### config.mk
export PLATFORM = sky130hd
export DESIGN_NAME = redirect_scan
export DESIGN_NICKNAME = d
export VERILOG_FILES = /design/src/hw/isa_pkg.sv /design/src/hw/rob_pkg.sv /design/src/hw/redirect_scan.sv
export SDC_FILE = /design/constraint.sdc
export NUM_CORES = 1
export LEC_CHECK = 0
export CELL_PAD_IN_SITES_DETAIL_PLACEMENT = 1
export CELL_PAD_IN_SITES_GLOBAL_PLACEMENT = 1
export CORE_UTILIZATION = 40
export DETAILED_ROUTE_END_ITERATION = 16
export DONT_BUFFER_PORTS = 1
export GPL_TIMING_DRIVEN = 0
export PLACE_DENSITY_LB_ADDON = 0.1
export SLEW_MARGIN = 10
export SYNTH_ARGS = -nofsm -noshare
export SYNTH_HDL_FRONTEND = slang
export SYNTH_SLANG_ARGS = --single-unit
### constraint.sdc
create_clock -name vclk -period 4.55
set_clock_uncertainty 0.05 [all_clocks]
set_input_delay 0.91 -clock vclk [all_inputs]
set_output_delay 0.91 -clock vclk [all_outputs]
set_load 0.1 [all_outputs]
### src/hw/isa_pkg.sv
/*
 * architectural definitions
 * data word, register index and the hardwired zero register
 */

package isa_pkg;

    // data word, also used for program counters
    typedef logic [31:0] word_t;

    // architectural register index
    typedef logic [4:0] reg_idx_t;

    // writes to this register are dropped
    localparam reg_idx_t zero_reg = 5'd0;

endpackage

### src/hw/rob_pkg.sv
/*
 * reorder buffer definitions
 * entry tags and the states of the store handshake
 */

package rob_pkg;

    // wide enough for a 32 entry buffer, smaller buffers use the low bits
    typedef logic [4:0] rob_tag_t;

    // four-phase req/ack exchange for the store at the head
    typedef enum logic [1:0] {
        idle,
        request,
        wait_release,
        done
    } store_state_t;

endpackage

### src/hw/redirect_scan.sv
/*
 * early redirect scan
 * finds the oldest resolved mispredicted branch in the window
 */

`timescale 1ns/100ps

module redirect_scan #(
    parameter int rob_depth = 8
) (
    input  rob_pkg::rob_tag_t                    head,
    input  logic           [rob_depth-1:0]       entry_valid,
    input  logic           [rob_depth-1:0]       entry_ready,
    input  logic           [rob_depth-1:0]       entry_mispred,
    input  isa_pkg::word_t [rob_depth-1:0]       entry_target,
    output logic                                 early_redirect_valid,
    output isa_pkg::word_t                       early_redirect_pc
);
    localparam int idx_bits = $clog2(rob_depth);

    logic [idx_bits-1:0] slot;

    // youngest to oldest, so the oldest hit is written last
    always_comb begin
        early_redirect_valid = 1'b0;
        early_redirect_pc    = '0;
        slot                 = '0;
        for (int i = rob_depth - 1; i >= 0; i--) begin
            slot = head[idx_bits-1:0] + i[idx_bits-1:0];
            if (entry_valid[slot] && entry_ready[slot] && entry_mispred[slot]) begin
                early_redirect_valid = 1'b1;
                early_redirect_pc    = entry_target[slot];
            end
        end
    end

endmodule

==> results.toml <==
[logic_synthesis]
syn_area_per_cell_um2 = 10.1
ys_types = 34
yosysTopAreaCellShare = 0.524
synth_commonest_cells = "266 x mux4_2, 193 x nand2_1, 105 x mux2i_1"
synth.most_common_cell = "mux4_2"
syn-instance-count = 1134
yosys_warnings = 0
synth_nets = 1421
synth.area.top_cells = "mux4_2 52%, mux2i_1 9.2%, nand2_1 6.3%, mux2_2 3.4%, nand3_1 3.2%"
yosys.area.top_type = "mux4_2"
ys_seq_area_frac = 0
netlist_area_mm2 = 0.0114

[global_route]
grt_pass1_vias = 12565
grt_max_degree = 15
grtUsageTotal = 0.388
grt_pass1_wl_um = 82600
antenna_found_initial = 0
grt-ovfl-total = 0

[cells_and_area]
final_core_util = 0.451
n_sequential_cell = 0
final_nets = 1436
fill_cells = 3111
diodes = 0
area_growth_pct = 10.0
drive_gt1_frac = 0.439
clockBufferCount = 0
layout.area.seq_um2 = 0
final_cell_area_mm2 = 0.0126

[floorplanning]
dieHeight_um = 171
io_pins = 318
die_w_um = 171
dieArea_mm2 = 0.0293
coreArea_mm2 = 0.0279
row_count = 61
start_util = 0.410

[min_path]
hp-start = "entry_target[134]"
holdPathEnd = "early_redirect_pc[6]"
hold_path_class = "input pin to primary output"
min_path_cells = 4

[placement]
globalplace.congestion = 0.926
placed_cell_area_mm2 = 0.0119
io_buffers = 0
dp_hpwl_um = 41500

[pwr]
leakage_uw = 0.00424
p_per_area_mw_per_mm2 = 227
p_total_uw = 2860
vdd.ir_drop.worst_mv = 0.0869

[drt]
drtPass1Iterations = 7
drt_iter0_markers = 1227
drc = 0
postRouteAntennaNets = 0
viasPerCell = 8.00
detail_route.wl_per_cell_um = 38.0
vias = 12201
drt_wl_total_um = 58000

[sta]
max-slew-margin-rel = 0.262
clock.fmax_mhz = 221
fin_crit_sh = 0.994
worst_slew_pin_slew_ns = 1.11
period_needed_ns = 4.52
final-setup-viol-count = 0
drv_slew = 0
hold-worst-slack_ns = 2.54
hold_violations = 0

[outcome]
outcome = "finished clean"

[critical_path]
crit_fanout = 11
cp.arrival_ns = 3.56
crit_path_start_kind = "input pin"
end_kind = "primary output"
required_ns = 3.59
crit_type = "input pin to primary output"

[clock_network]
cts.hold.buffers_added = 0

[run]
max_cap_violations = 0
[layout make-up]
class / count / area [um2] / area share
inverters: 3 / 20.0 / 0.00159
repair buffers: 17 / 145 / 0.0115
multi-input cells: 985 / 11100 / 0.878
well taps: 378 / 473 / 0.0376
plain buffers: 142 / 893 / 0.0710
[worst max-delay path, stage by stage]
cell and delay, ns:
nand3_1 0.17, mux4_2 0.57, mux2_2 0.43, clkbuf_2 0.31, o21ai_2 0.13, a31oi_2 0.06
o31ai_4 0.96
[per-layer routing]
layer / global-route usage / vias to the layer above / wire [um]
met5: 0 / - / 0
met4: 0.158 / 0 / 2460
met3: 0.0865 / 165 / 6390
met2: 0.630 / 942 / 27300
met1: 0.501 / 6306 / 21800
li1: - / 4788 / -
[stage by stage]
step                cells  setup slack (ns)  setup TNS, ns
finish               1525            0.0260              0
global route         1525           -0.0102        -0.0102
CTS                  1514          0.000991              0
detailed placement   1512            -0.759         -21.70
global placement     1512            -0.706         -20.36
floorplan            1134            0.0343              0
[cell families (layout without fill, tap and decap cells)]
family | count (synthesis) | in the layout | synth area share
mux | 410 | 410 | 0.656
xor+xnor | 4 | 4 | 0.00503
fa+ha+maj | 2 | 2 | 0.00219
simple gates | 310 | 310 | 0.127
compound gates | 259 | 259 | 0.145
buf+inv | 149 | 162 | 0.0650
[worst max-delay path by stage]
stage / from / end / slack (ns) / depth (start not counted)
after floorplan: head[1] / early_redirect_pc[30] / 0.03 / 9
after global placement: head[1] / early_redirect_pc[18] / -0.71 / 12
after detailed placement: head[1] / early_redirect_pc[29] / -0.76 / 12
final: entry_mispred[4] / early_redirect_pc[30] / 0.03 / 7
after CTS: head[1] / early_redirect_pc[30] / 0.001 / 13
after global routing: entry_mispred[4] / early_redirect_pc[30] / -0.01 / 7
[cells in the final DEF (no fill, tap or decap), drive strengths merged]
cell type        n
inv              2
nand4            1
xnor2            3
a31oi           33
clkdlybuf4s18    1
clkdlybuf4s15    1
nor2             7
ha               2
o221a           31
a32oi            1
o21ai          129
clkinvlp         1
a221oi          31
o31ai            1
nand2          193
nor3            35
mux4           266
mux2i          106
xor2             1
or4              1
nand3           73
a21boi           1
mux2            38
clkbuf          69
a21oi           31
o21a             1
buf             88
[what timing repair did]
action,in CTS,in global routing
setup buffers,5,11
pin swaps,3,5
hold endpoints to repair,0,0
endpoints found under the setup margin,33,31
resized for setup,91,39
cloned,0,1
[where the power goes]
group,leakage (uW),switching [uW],internal [uW]
combinational,0.00424,1860,1000
sequential,0,0,0
clock,0,0,0
(Power assumes the default switching activity.)
