`src/hw/rob_pkg.sv`:
```
/*
 * reorder buffer definitions
 * entry tags and the states of the store handshake
 */

package rob_pkg;

    // wide enough for a 32 entry buffer, smaller buffers use the low bits
    typedef logic [4:0] rob_tag_t;

    // four-phase req/ack exchange for the store at the head
    typedef enum logic [1:0] {
        idle,
        request,
        wait_release,
        done
    } store_state_t;

endpackage

```
`src/hw/store_commit.sv`:
```
/*
 * store commit sequencer
 * runs one four-phase req/ack exchange with memory for the store
 * at the head and pulses store_done when it is finished
 */

`timescale 1ns/100ps

module store_commit (
    input  logic clock,
    input  logic reset,
    input  logic store_pending,
    input  logic squash,
    input  logic mem_ack,
    output logic mem_req,
    output logic store_done
);
    import rob_pkg::*;

    store_state_t state_q, state_n;

    always_comb begin
        state_n = state_q;
        case (state_q)
            idle: begin
                if (store_pending && !squash) begin
                    state_n = request;
                end
            end
            request: begin
                if (mem_ack) begin
                    state_n = wait_release;
                end
            end
            wait_release: begin
                if (!mem_ack) begin
                    state_n = done;
                end
            end
            // store leaves the buffer this cycle
            done:    state_n = idle;
            default: state_n = idle;
        endcase
    end

    always_ff @(posedge clock) begin
        if (reset) begin
            state_q <= idle;
        end else begin
            state_q <= state_n;
        end
    end

    assign mem_req    = (state_q == request);
    assign store_done = (state_q == done);

endmodule

```
`config.mk`:
```
export PLATFORM = sky130hd
export DESIGN_NAME = store_commit
export DESIGN_NICKNAME = d
export VERILOG_FILES = /design/src/hw/rob_pkg.sv /design/src/hw/store_commit.sv
export SDC_FILE = /design/constraint.sdc
export NUM_CORES = 1
export LEC_CHECK = 0
export BUFFER_PORTS_ARGS = -buffer_cell sky130_fd_sc_hd__buf_2
export CELL_PAD_IN_SITES_DETAIL_PLACEMENT = 1
export CELL_PAD_IN_SITES_GLOBAL_PLACEMENT = 2
export CORE_AREA = 5 5 42 44
export DETAILED_ROUTE_END_ITERATION = 8
export DIE_AREA = 0 0 47 49
export GPL_TIMING_DRIVEN = 0
export PLACE_DENSITY_LB_ADDON = 0.1
export SETUP_SLACK_MARGIN = 0.2
export SYNTH_ARGS = -nofsm -noshare
export SYNTH_HDL_FRONTEND = slang
export SYNTH_SLANG_ARGS = --single-unit
```
`constraint.sdc`:
```
create_clock -name clock -period 1.4 [get_ports clock]
set_input_delay 0.07 -clock clock [delete_from_list [all_inputs] [get_ports clock]]
set_output_delay 0.07 -clock clock [all_outputs]
set_load 0.01 [all_outputs]
```
==> results of run 1 <==
-- placed cells by master (no fill, tap or decap) --
master,count
sky130_fd_sc_hd__buf_4,1
sky130_fd_sc_hd__nor2b_4,1
sky130_fd_sc_hd__nand2b_4,1
sky130_fd_sc_hd__clkbuf_4,3
sky130_fd_sc_hd__inv_4,1
sky130_fd_sc_hd__ha_1,2
sky130_fd_sc_hd__inv_2,1
sky130_fd_sc_hd__dfxtp_4,2
sky130_fd_sc_hd__a221oi_4,1
sky130_fd_sc_hd__o21bai_1,1
sky130_fd_sc_hd__ha_2,1
sky130_fd_sc_hd__ha_4,2
sky130_fd_sc_hd__mux2i_1,2
sky130_fd_sc_hd__buf_2,6
sky130_fd_sc_hd__nand2b_1,3
-- cell families (layout without fill, tap and decap cells) --
logic type,Yosys count,after routing
mux,2,2
flops,2,2
fa+ha+maj,5,5
simple gates,5,5
buf+inv,2,12
compound gates,2,2
-- worst paths after layout --
kind                                               from  slack (ns)  cells past startpoint                       to
worst min-delay path                              reset        0.14                      3  state_q[1]$_SDFFE_PP0P_
worst min register to register  state_q[0]$_SDFFE_PP0P_        0.52                      2  state_q[0]$_SDFFE_PP0P_
worst max register to register  state_q[1]$_SDFFE_PP0P_        0.20                      5  state_q[0]$_SDFFE_PP0P_
worst max-delay path            state_q[1]$_SDFFE_PP0P_        0.20                      5  state_q[0]$_SDFFE_PP0P_
-- per-stage QoR --
| step | area (µm²) | hold WS (ns) | instances |
|---|---|---|---|
| finish | 328 | 0.141 | 44 |
| global route | 328 | 0.146 | 44 |
| CTS | 328 | 0.132 | 44 |
| detailed placement | 267 | 0.377 | 40 |
| global placement | 267 | 0.381 | 40 |
| floorplan | 216 | 0.243 | 18 |
-- worst register-to-register path, stage by stage (launching register included) --
cell and delay, ns:
sky130_fd_sc_hd__dfxtp_4 0.37, sky130_fd_sc_hd__inv_4 0.05, sky130_fd_sc_hd__ha_4 0.15, sky130_fd_sc_hd__nor2b_4 0.12, sky130_fd_sc_hd__a221oi_4 0.22, sky130_fd_sc_hd__mux2i_1 0.21
-- metal layers --
| layer | vias up | GRT usage (%) |
|---|---|---|
| met2 | 6 | 6.79 |
| met5 | - | 0 |
| met1 | 72 | 4.16 |
| met3 | 0 | 2.21 |
| met4 | 0 | 5.53 |
| li1 | 80 | - |
-- report_power, final --
part	internal, mW	switching (mW)	leakage, nW
clock	0.0944	0.0313	0.0138
combinational	0.164	0.133	0.108
sequential	0.0945	0.0411	0.0178
-- cell type report --
| class | count | share of cell area, % |
|---|---|---|
| clock buffers | 3 | 6.87 |
| inverters | 2 | 3.05 |
| multi-input cells | 14 | 58.0 |
| flip-flops and latches | 2 | 14.5 |
| well taps | 16 | 6.11 |
| repair buffers | 7 | 11.5 |
-- repair_timing --
item,in CTS,in global routing
setup buffers,1,0
setup endpoints to repair,2,2
resized for setup,6,0
pin swaps,1,1
==> reports/qor.yml, run 1 <==
status: "completed"
post-place-ws_ns: 0.0995
ys.flop_type: "sky130_fd_sc_hd__dfxtp_1"
post_cts_hold_buffer_count: 0
synth_xor_xnor_area_share_pct: 0
max-slew-margin-rel_pct: 83.1
fillers: 166
gp_congestion: 0.619
io-pin-count: 7
port_buffers: 6
synthTopCellsByCount: "5 x sky130_fd_sc_hd__ha_1, 3 x sky130_fd_sc_hd__nand2b_1, 2 x sky130_fd_sc_hd__dfxtp_1, 2 x sky130_fd_sc_hd__inv_1, 2 x sky130_fd_sc_hd__mux2i_1"
critical_path.slowest_cell: "sky130_fd_sc_hd__dfxtp_4"
dominant_combinational_cell_family_by_area_after_synthesis: "adder cells"
worst_slew_pin_slew_ns: 0.253
max_cap_violations: 0
cts.path.max_buffers: 2
timing.critical_path.slowest_cell_delay_ns: 0.37
wl_met1_um: 180
detail_route.wirelength_um: 421
multi_input_comb_area_um2: 190
cts-buffers-inserted: 3
register_area_um2: 47.5
number_of_flip_flops_under_the_largest_register_name: 2
grt_start_max_net_pins: 5
fin_crit_sh_pct: 85.9
synth-seq-cells: 2
synth_async_sr_flop_share_pct: 0
dr_total_vias: 158
timing.critical_path.from_type: "flip-flop"
synth_top_cell_area_share_pct: 31.4
timing.final.ws_setup_ns: 0.198
maxSlewViolCount: 0
worst_skew_pair.late_latency_ns: 0.22
proportion_of_layout_cells_with_a_drive_suffix_above_1_pct: 71.4
registers_with_the_highest_flip_flop_counts: "state_q x2"
gr-total-overflow: 0
detailedRoute.firstIterationViolations: 0
nNetsFinal: 40
dominant_cell_type_by_area_after_synthesis: "sky130_fd_sc_hd__ha_1"
critical_path.max_fanout: 3
syn_nets: 28
design.die.area_um2: 2300
yosys.area_share.simple_pct: 23.3
clock_tree_from_tritoncts: "yes"
met3RoutedLength_um: 40
yosysSeqAreaShare_pct: 20.1
number_of_enable_flip_flop_cells_after_synthesis: 0
timing.critical_path.to_type: "flip-flop"
antennaDiodeCount: 0
dr_wl_met2_um: 199
clk_transition_reported_paths_ns: 0.03
final.setup.tns_ns: 0
setup_repair_after_global_routing_missed_its_margin: "true"
cts_num_sinks: 2
critPathRequiredTime_ns: 1.54
synth.mux.area_fraction_pct: 10.1
postSynthAreaPerCell_um2: 11.1
grt_pass1_vias: 186
vdd_ir_drop_max_mv: 0.558
die_height_um: 49
holdCritPathClass: "primary input to flip-flop"
yosys-top-cells-area: "sky130_fd_sc_hd__ha_1 31%, sky130_fd_sc_hd__dfxtp_1 20%, sky130_fd_sc_hd__mux2i_1 10%"
critPathBufInv: 1
data_arrival_critical_path_ns: 1.34
postRouteAntennaNets: 0
die_w_um: 47
critical_path.top_delay_family: "flip-flops"
grt_usage_pct: 4.71
fin_crit_ns: 1.20
remaining_drc_errors: 0
cts.htree.levels: 1
cp_cell_sequence: "inv_4 > ha_4 > nor2b_4 > a221oi_4 > mux2i_1"
total_leakage_power_nw: 0.140
postSynthCellCount: 18
finalSetupViolCount: 0
area_growth_syn_to_layout_pct: 64.8
yosysUniqueCellTypes: 9
detail_route.vias_per_cell: 3.59
first_pass_iters: 1
synth_compound_gate_area_share_pct: 11.3
synth_warnings: 0
fin_worst_skew_ns: 0.00200
antenna_found_initial: 0
place.detailed.hpwl_um: 325
fmaxAchievable_ghz: 0.832
route.top_layer_used: "met3"
grt_first_pass_wirelength_um: 703
most_instantiated_library_cell_after_synthesis: "sky130_fd_sc_hd__ha_1"
hold_viol: 0
synth-adder-area-share_pct: 31.4
core-area_um2: 1400
syn_area_um2: 199
start_util_pct: 14.2
path_class: "flip-flop to flip-flop"
layout_utilization_pct: 23.4
std_cell_rows: 14
report.power.total_mw: 0.558
cts.root.buffer_cell: "sky130_fd_sc_hd__clkbuf_4"
register_bank_with_the_most_flops: "state_q"
routed_wire_length_per_instance_um: 9.57
power_density_nw_per_um2: 1700
(Power assumes the default switching activity.)
==> run 2: changes to the inputs <==
- CORE_AREA: 5 5 42 44 -> 4 4 41 43
- DIE_AREA: 0 0 47 49 -> 0 0 45 47
==> run 2 against run 1 <==
Total power rose by 5.1%. Cell count shrank 2.3%. Combinational power up 9.4%. Non-clock buffer count stayed put. Clock skew hardly changed. Routed wire length is 3.8% higher. Largest cell class unchanged. Highest routed layer unchanged.
==> reports/qor.yml, run 2 (same netlist as run 1, synthesis figures left out) <==
status: "completed"
die_height_um: 47
detailedRoute.firstIterationViolations: 0
detail_route.wirelength_um: 437
final.setup.tns_ns: 0
final_common_cell: "sky130_fd_sc_hd__buf_2"
grt_start_max_net_pins: 5
timing.critical_path.slowest_cell_delay_ns: 0.37
report.power.total_mw: 0.587
min_path_cells: 3
remaining_drc_errors: 0
max_cap_violations: 0
grt_usage_pct: 5.68
finalSetupViolCount: 0
gr-total-overflow: 0
area_growth_syn_to_layout_pct: 70.4
gp_congestion: 0.585
worst_slew_pin_slew_ns: 0.248
cts.path.max_buffers: 2
vdd_ir_drop_max_mv: 0.615
post_cts_hold_buffer_count: 0
cts.htree.levels: 1
critPathBufInv: 1
critical_path.slowest_cell: "sky130_fd_sc_hd__dfxtp_4"
timing.critical_path.from_type: "flip-flop"
max-slew-margin-rel_pct: 83.5
register_bank_with_the_most_flops: "state_q"
std_cell_rows: 13
path_class: "flip-flop to flip-flop"
cts-buffers-inserted: 3
registers_with_the_highest_flip_flop_counts: "state_q x2"
maxSlewViolCount: 0
fin_crit_ns: 1.21
proportion_of_layout_cells_with_a_drive_suffix_above_1_pct: 71.4
timing.critical_path.to_type: "flip-flop"
critical_path.top_delay_family: "flip-flops"
fmaxAchievable_ghz: 0.823
number_of_flip_flops_under_the_largest_register_name: 2
place.detailed.hpwl_um: 365
antennaDiodeCount: 0
total_leakage_power_nw: 0.143
critical_path.max_fanout: 3
cts.root.buffer_cell: "sky130_fd_sc_hd__clkbuf_4"
core-area_um2: 1300
io-pin-count: 7
data_arrival_critical_path_ns: 1.35
die_w_um: 45
holdCritPathClass: "primary input to flip-flop"
hold_viol: 0
cp_cell_sequence: "inv_4 > ha_4 > nor2b_4 > a221oi_4 > mux2i_1"
worst_skew_pair.late_latency_ns: 0.22
port_buffers: 6
fin_worst_skew_ns: 0.00154
layout_utilization_pct: 26.1
nNetsFinal: 40
path_depth: 5
routed_wire_length_per_instance_um: 10.2
fin_crit_sh_pct: 86.8
detail_route.vias_per_cell: 3.56
postRouteAntennaNets: 0
layout.cells.most_common_list: "6 x sky130_fd_sc_hd__buf_2, 3 x sky130_fd_sc_hd__nand2b_1, 3 x sky130_fd_sc_hd__ha_4, 3 x sky130_fd_sc_hd__clkbuf_4"
fin_hold_ws_ns: 0.139
grt_pass1_vias: 191
critPathRequiredTime_ns: 1.54
reg2regPathDepth: 5
clk_transition_reported_paths_ns: 0.03
fillers: 151
dr_total_vias: 153
grt_first_pass_wirelength_um: 772
worst_reg_to_reg_setup_slack_ns: 0.19
design.die.area_um2: 2120
first_pass_iters: 1
setup_repair_after_global_routing_missed_its_margin: "true"
cts_num_sinks: 2
power_density_nw_per_um2: 1730
start_util_pct: 15.3
antenna_found_initial: 0
clock_tree_from_tritoncts: "yes"
[run 2: tightest hold or removal path: stages]
cell and delay, ns:
sky130_fd_sc_hd__buf_2 0.09, sky130_fd_sc_hd__nand2b_1 0.09, sky130_fd_sc_hd__mux2i_1 0.06
[run 2: path summary, 6_finish.rpt]
path | startpoint | end
max | state_q[1]$_SDFFE_PP0P_ | state_q[1]$_SDFFE_PP0P_
min | reset | state_q[0]$_SDFFE_PP0P_
max reg2reg | state_q[1]$_SDFFE_PP0P_ | state_q[1]$_SDFFE_PP0P_
min reg2reg | state_q[0]$_SDFFE_PP0P_ | state_q[0]$_SDFFE_PP0P_
[run 2: metrics by stage]
step	instances	setup slack, ns	cell area (µm²)
after floorplan	18	0.207	216
after global placement	39	0.0792	265
after detailed placement	39	0.0744	265
after CTS	43	0.154	339
after global routing	43	0.0825	339
final	43	0.185	339
[run 2: report_power, final]
part           internal (mW)  switching, mW  total (mW)
Combinational          0.182          0.143       0.325
Clock                 0.0941         0.0286       0.123
Sequential            0.0946         0.0444       0.139
[run 2: area by class of cell]
cell class	instances	area, µm²	share of cell area [%]
clock buffers	3	22.5	6.64
inverters	2	12.5	3.69
multi-input cells	14	200	59.0
flip-flops and latches	2	47.5	14.0
well taps	15	18.8	5.54
repair buffers	7	37.5	11.1
[run 2: metal layers]
layer / routed length (µm) / up-vias / track usage (%)
met3: 31 / 0 / 1.53
met4: 0 / 0 / 7.02
met2: 231 / 5 / 8.19
met5: 0 / - / 0
met1: 174 / 68 / 6.11
li1: - / 80 / -
[run 2: timing repair]
item	4_1_cts	5_1_grt
pin swaps	1	0
gates resized for setup	8	0
setup endpoints to repair	2	2
gates cloned	0	0
buffers inserted	1	0
==> run 3: changes to the inputs <==
- ABC_AREA: default -> 1
==> run 3 against run 2 <==
Sequential share of layout area increased by 0.26 points. Synthesized area grew 5.7%. Final area decreased by 1.8%. Critical path depth is 3 higher. Cell count rose by 37%. Global-route usage increased by 0.32 points. Sequential cell count unchanged. Sequential power up 5%. Largest cell class unchanged.
==> reports/qor.yml, run 3 <==
syn_nets: 44
path_class: "flip-flop to flip-flop"
clock_tree_from_tritoncts: "yes"
post_cts_hold_buffer_count: 0
postSynthAreaPerCell_um2: 6.18
cts_num_sinks: 2
power.combinational.fraction_pct: 58.3
synth_top_cell_area_share_pct: 29.8
maxSlewViolCount: 0
setup_repair_after_global_routing_missed_its_margin: "false"
ys.flop_type: "sky130_fd_sc_hd__dfxtp_1"
clock_power_share_pct: 18.9
timing.critical_path.to_type: "flip-flop"
max_cap_violations: 0
vdd_ir_drop_max_mv: 0.671
grt_first_pass_wirelength_um: 862
finalSetupViolCount: 0
die_w_um: 45
cts.path.max_buffers: 2
detail_route.wirelength_um: 519
postRouteAntennaNets: 0
proportion_of_layout_cells_with_a_drive_suffix_above_1_pct: 47.7
fillers: 174
data_arrival_critical_path_ns: 1.24
critPathBufInv: 2
postSynthCellCount: 34
yosysSeqAreaShare_pct: 19.0
fin_worst_skew_ns: 0.00155
critical_path.top_delay_family: "simple AND/OR/NAND/NOR gates"
fin_hold_ws_ns: 0.0951
grt_start_max_net_pins: 5
synthTopCellsByCount: "9 x sky130_fd_sc_hd__inv_1, 7 x sky130_fd_sc_hd__nand2_1, 7 x sky130_fd_sc_hd__nor2_1"
yosys-top-cells-area: "sky130_fd_sc_hd__ha_1 30%, sky130_fd_sc_hd__dfxtp_1 19%, sky130_fd_sc_hd__inv_1 16%"
synth-seq-cells: 2
detail_route.vias_per_cell: 3.64
holdCritPathClass: "primary input to flip-flop"
detailedRoute.firstIterationViolations: 1
worst_slew_pin_slew_ns: 0.133
numPlacedInstances: 55
layout.cells.most_common_list: "6 x sky130_fd_sc_hd__inv_1, 6 x sky130_fd_sc_hd__nand2_1, 6 x sky130_fd_sc_hd__nor2_1, 6 x sky130_fd_sc_hd__buf_2"
hold_viol: 0
grt_usage_pct: 5.99
start_util_pct: 16.2
cts-buffers-inserted: 3
gr-total-overflow: 0
fin_crit_sh_pct: 81.0
gp_congestion: 0.635
internal_power_mw: 0.356
synth_async_sr_flop_share_pct: 0
clk_transition_reported_paths_ns: 0.03
total_leakage_power_nw: 0.186
synth_warnings: 0
worst_skew_pair.late_latency_ns: 0.22
port_buffers: 6
final.setup.tns_ns: 0
core-area_um2: 1300
power_density_nw_per_um2: 1930
timing.critical_path.slowest_cell_delay_ns: 0.37
number_of_enable_flip_flop_cells_after_synthesis: 0
antennaDiodeCount: 0
antenna_found_initial: 0
register_bank_with_the_most_flops: "state_q"
nNetsFinal: 56
dominant_cell_type_by_area_after_synthesis: "sky130_fd_sc_hd__ha_1"
timing.critical_path.from_type: "flip-flop"
design.die.area_um2: 2120
final_design_area_no_fill_um2: 333
detailed_place.area_um2: 259
fmaxAchievable_ghz: 0.882
place.detailed.hpwl_um: 414
remaining_drc_errors: 0
syn_area_um2: 210
io-pin-count: 7
cts.htree.levels: 1
first_pass_iters: 2
most_instantiated_library_cell_after_synthesis: "sky130_fd_sc_hd__inv_1"
routed_wire_length_per_instance_um: 8.80
p_seq_share_pct: 22.8
die_height_um: 47
yosysUniqueCellTypes: 8
dr_total_vias: 215
std_cell_rows: 13
layout_utilization_pct: 25.6
critical_path.max_fanout: 3
number_of_flip_flops_under_the_largest_register_name: 2
cts.root.buffer_cell: "sky130_fd_sc_hd__clkbuf_4"
fin_crit_ns: 1.13
final_cell_count_no_fill: 59
switchingPower_mw: 0.287
area_growth_syn_to_layout_pct: 58.3
critical_path.slowest_cell: "sky130_fd_sc_hd__dfxtp_4"
cp_cell_sequence: "inv_4 > ha_4 > nand2_2 > inv_2 > nor2_2 > nand3_1 > nand2_1 > nor2_1"
registers_with_the_highest_flip_flop_counts: "state_q x2"
critPathRequiredTime_ns: 1.51
status: "completed"
grt_pass1_vias: 239
switching_share_pct: 44.6
max-slew-margin-rel_pct: 91.1
## run 3: cell types whose count changed in the layout (fill, tap and decap cells not counted), sizes merged
cell and delta:
nor2 +8, inv +7, nand2 +7, nand2b -4, mux2i -2, nand3 +2, a21oi +1, a221oi -1
nor2b -1, o21bai -1
## run 3: logic make-up (layout without fill, tap and decap cells)
kind of cell / count (synthesis) / after routing / synth area share, %
fa+ha+maj: 5 / 5 / 29.8
simple gates: 17 / 17 / 32.7
flops: 2 / 2 / 19.0
buf+inv: 9 / 19 / 16.1
compound gates: 1 / 1 / 2.38
## run 3: stage by stage
step | power [mW] | worst slack [ns]
after floorplan | 0.342 | 0.287
after global placement | 0.415 | 0.105
after detailed placement | 0.425 | 0.0846
after CTS | 0.582 | 0.207
after global routing | 0.734 | 0.193
final | 0.643 | 0.267
## run 3: power by group through the flow
| stage | clock [mW] | sequential, mW | combinational, mW |
|---|---|---|---|
| after global routing | 0.137 | 0.152 | 0.445 |
| after global placement | 0 | 0.112 | 0.303 |
| after floorplan | 0 | 0.106 | 0.235 |
| after detailed placement | 0 | 0.113 | 0.311 |
| after CTS | 0.129 | 0.114 | 0.339 |
| final | 0.121 | 0.146 | 0.375 |
## run 3: path summary, 6_finish.rpt
check | startpoint | to | slack [ns] | depth (start not counted)
max | state_q[0]$_SDFFE_PP0P_ | state_q[1]$_SDFFE_PP0P_ | 0.27 | 8
max reg2reg | state_q[0]$_SDFFE_PP0P_ | state_q[1]$_SDFFE_PP0P_ | 0.27 | 8
min | reset | state_q[1]$_SDFFE_PP0P_ | 0.1 | 4
min reg2reg | state_q[1]$_SDFFE_PP0P_ | state_q[1]$_SDFFE_PP0P_ | 0.54 | 2
## run 3: layout make-up
class,instances,area [µm²],area share (%)
Clock buffer,3,22.5,6.77
Tap cell,15,18.8,5.64
Sequential cell,2,47.5,14.3
Timing Repair Buffer,7,37.5,11.3
Multi-Input combinational cell,23,170,51.1
Inverter,9,36.3,10.9
## run 3: tightest hold or removal path: cells and delay by family
kind | cells | cell delay [ns]
and+or+nand+nor | 2 | 0.09
buffers and inverters | 2 | 0.12
## run 3: routing by layer
layer,vias to the layer above,global-route usage (%),part of all wire (%)
met2,5,9.04,45
li1,118,-,-
met3,0,3.83,5.8
met4,0,3.51,0
met1,92,6.33,49
met5,-,0,0
## run 3: repair_timing
action                     4_1_cts  5_1_grt
setup endpoints to repair        2        2
resized for setup                3       12
pin swaps                        1        3
buffers inserted                 1        0
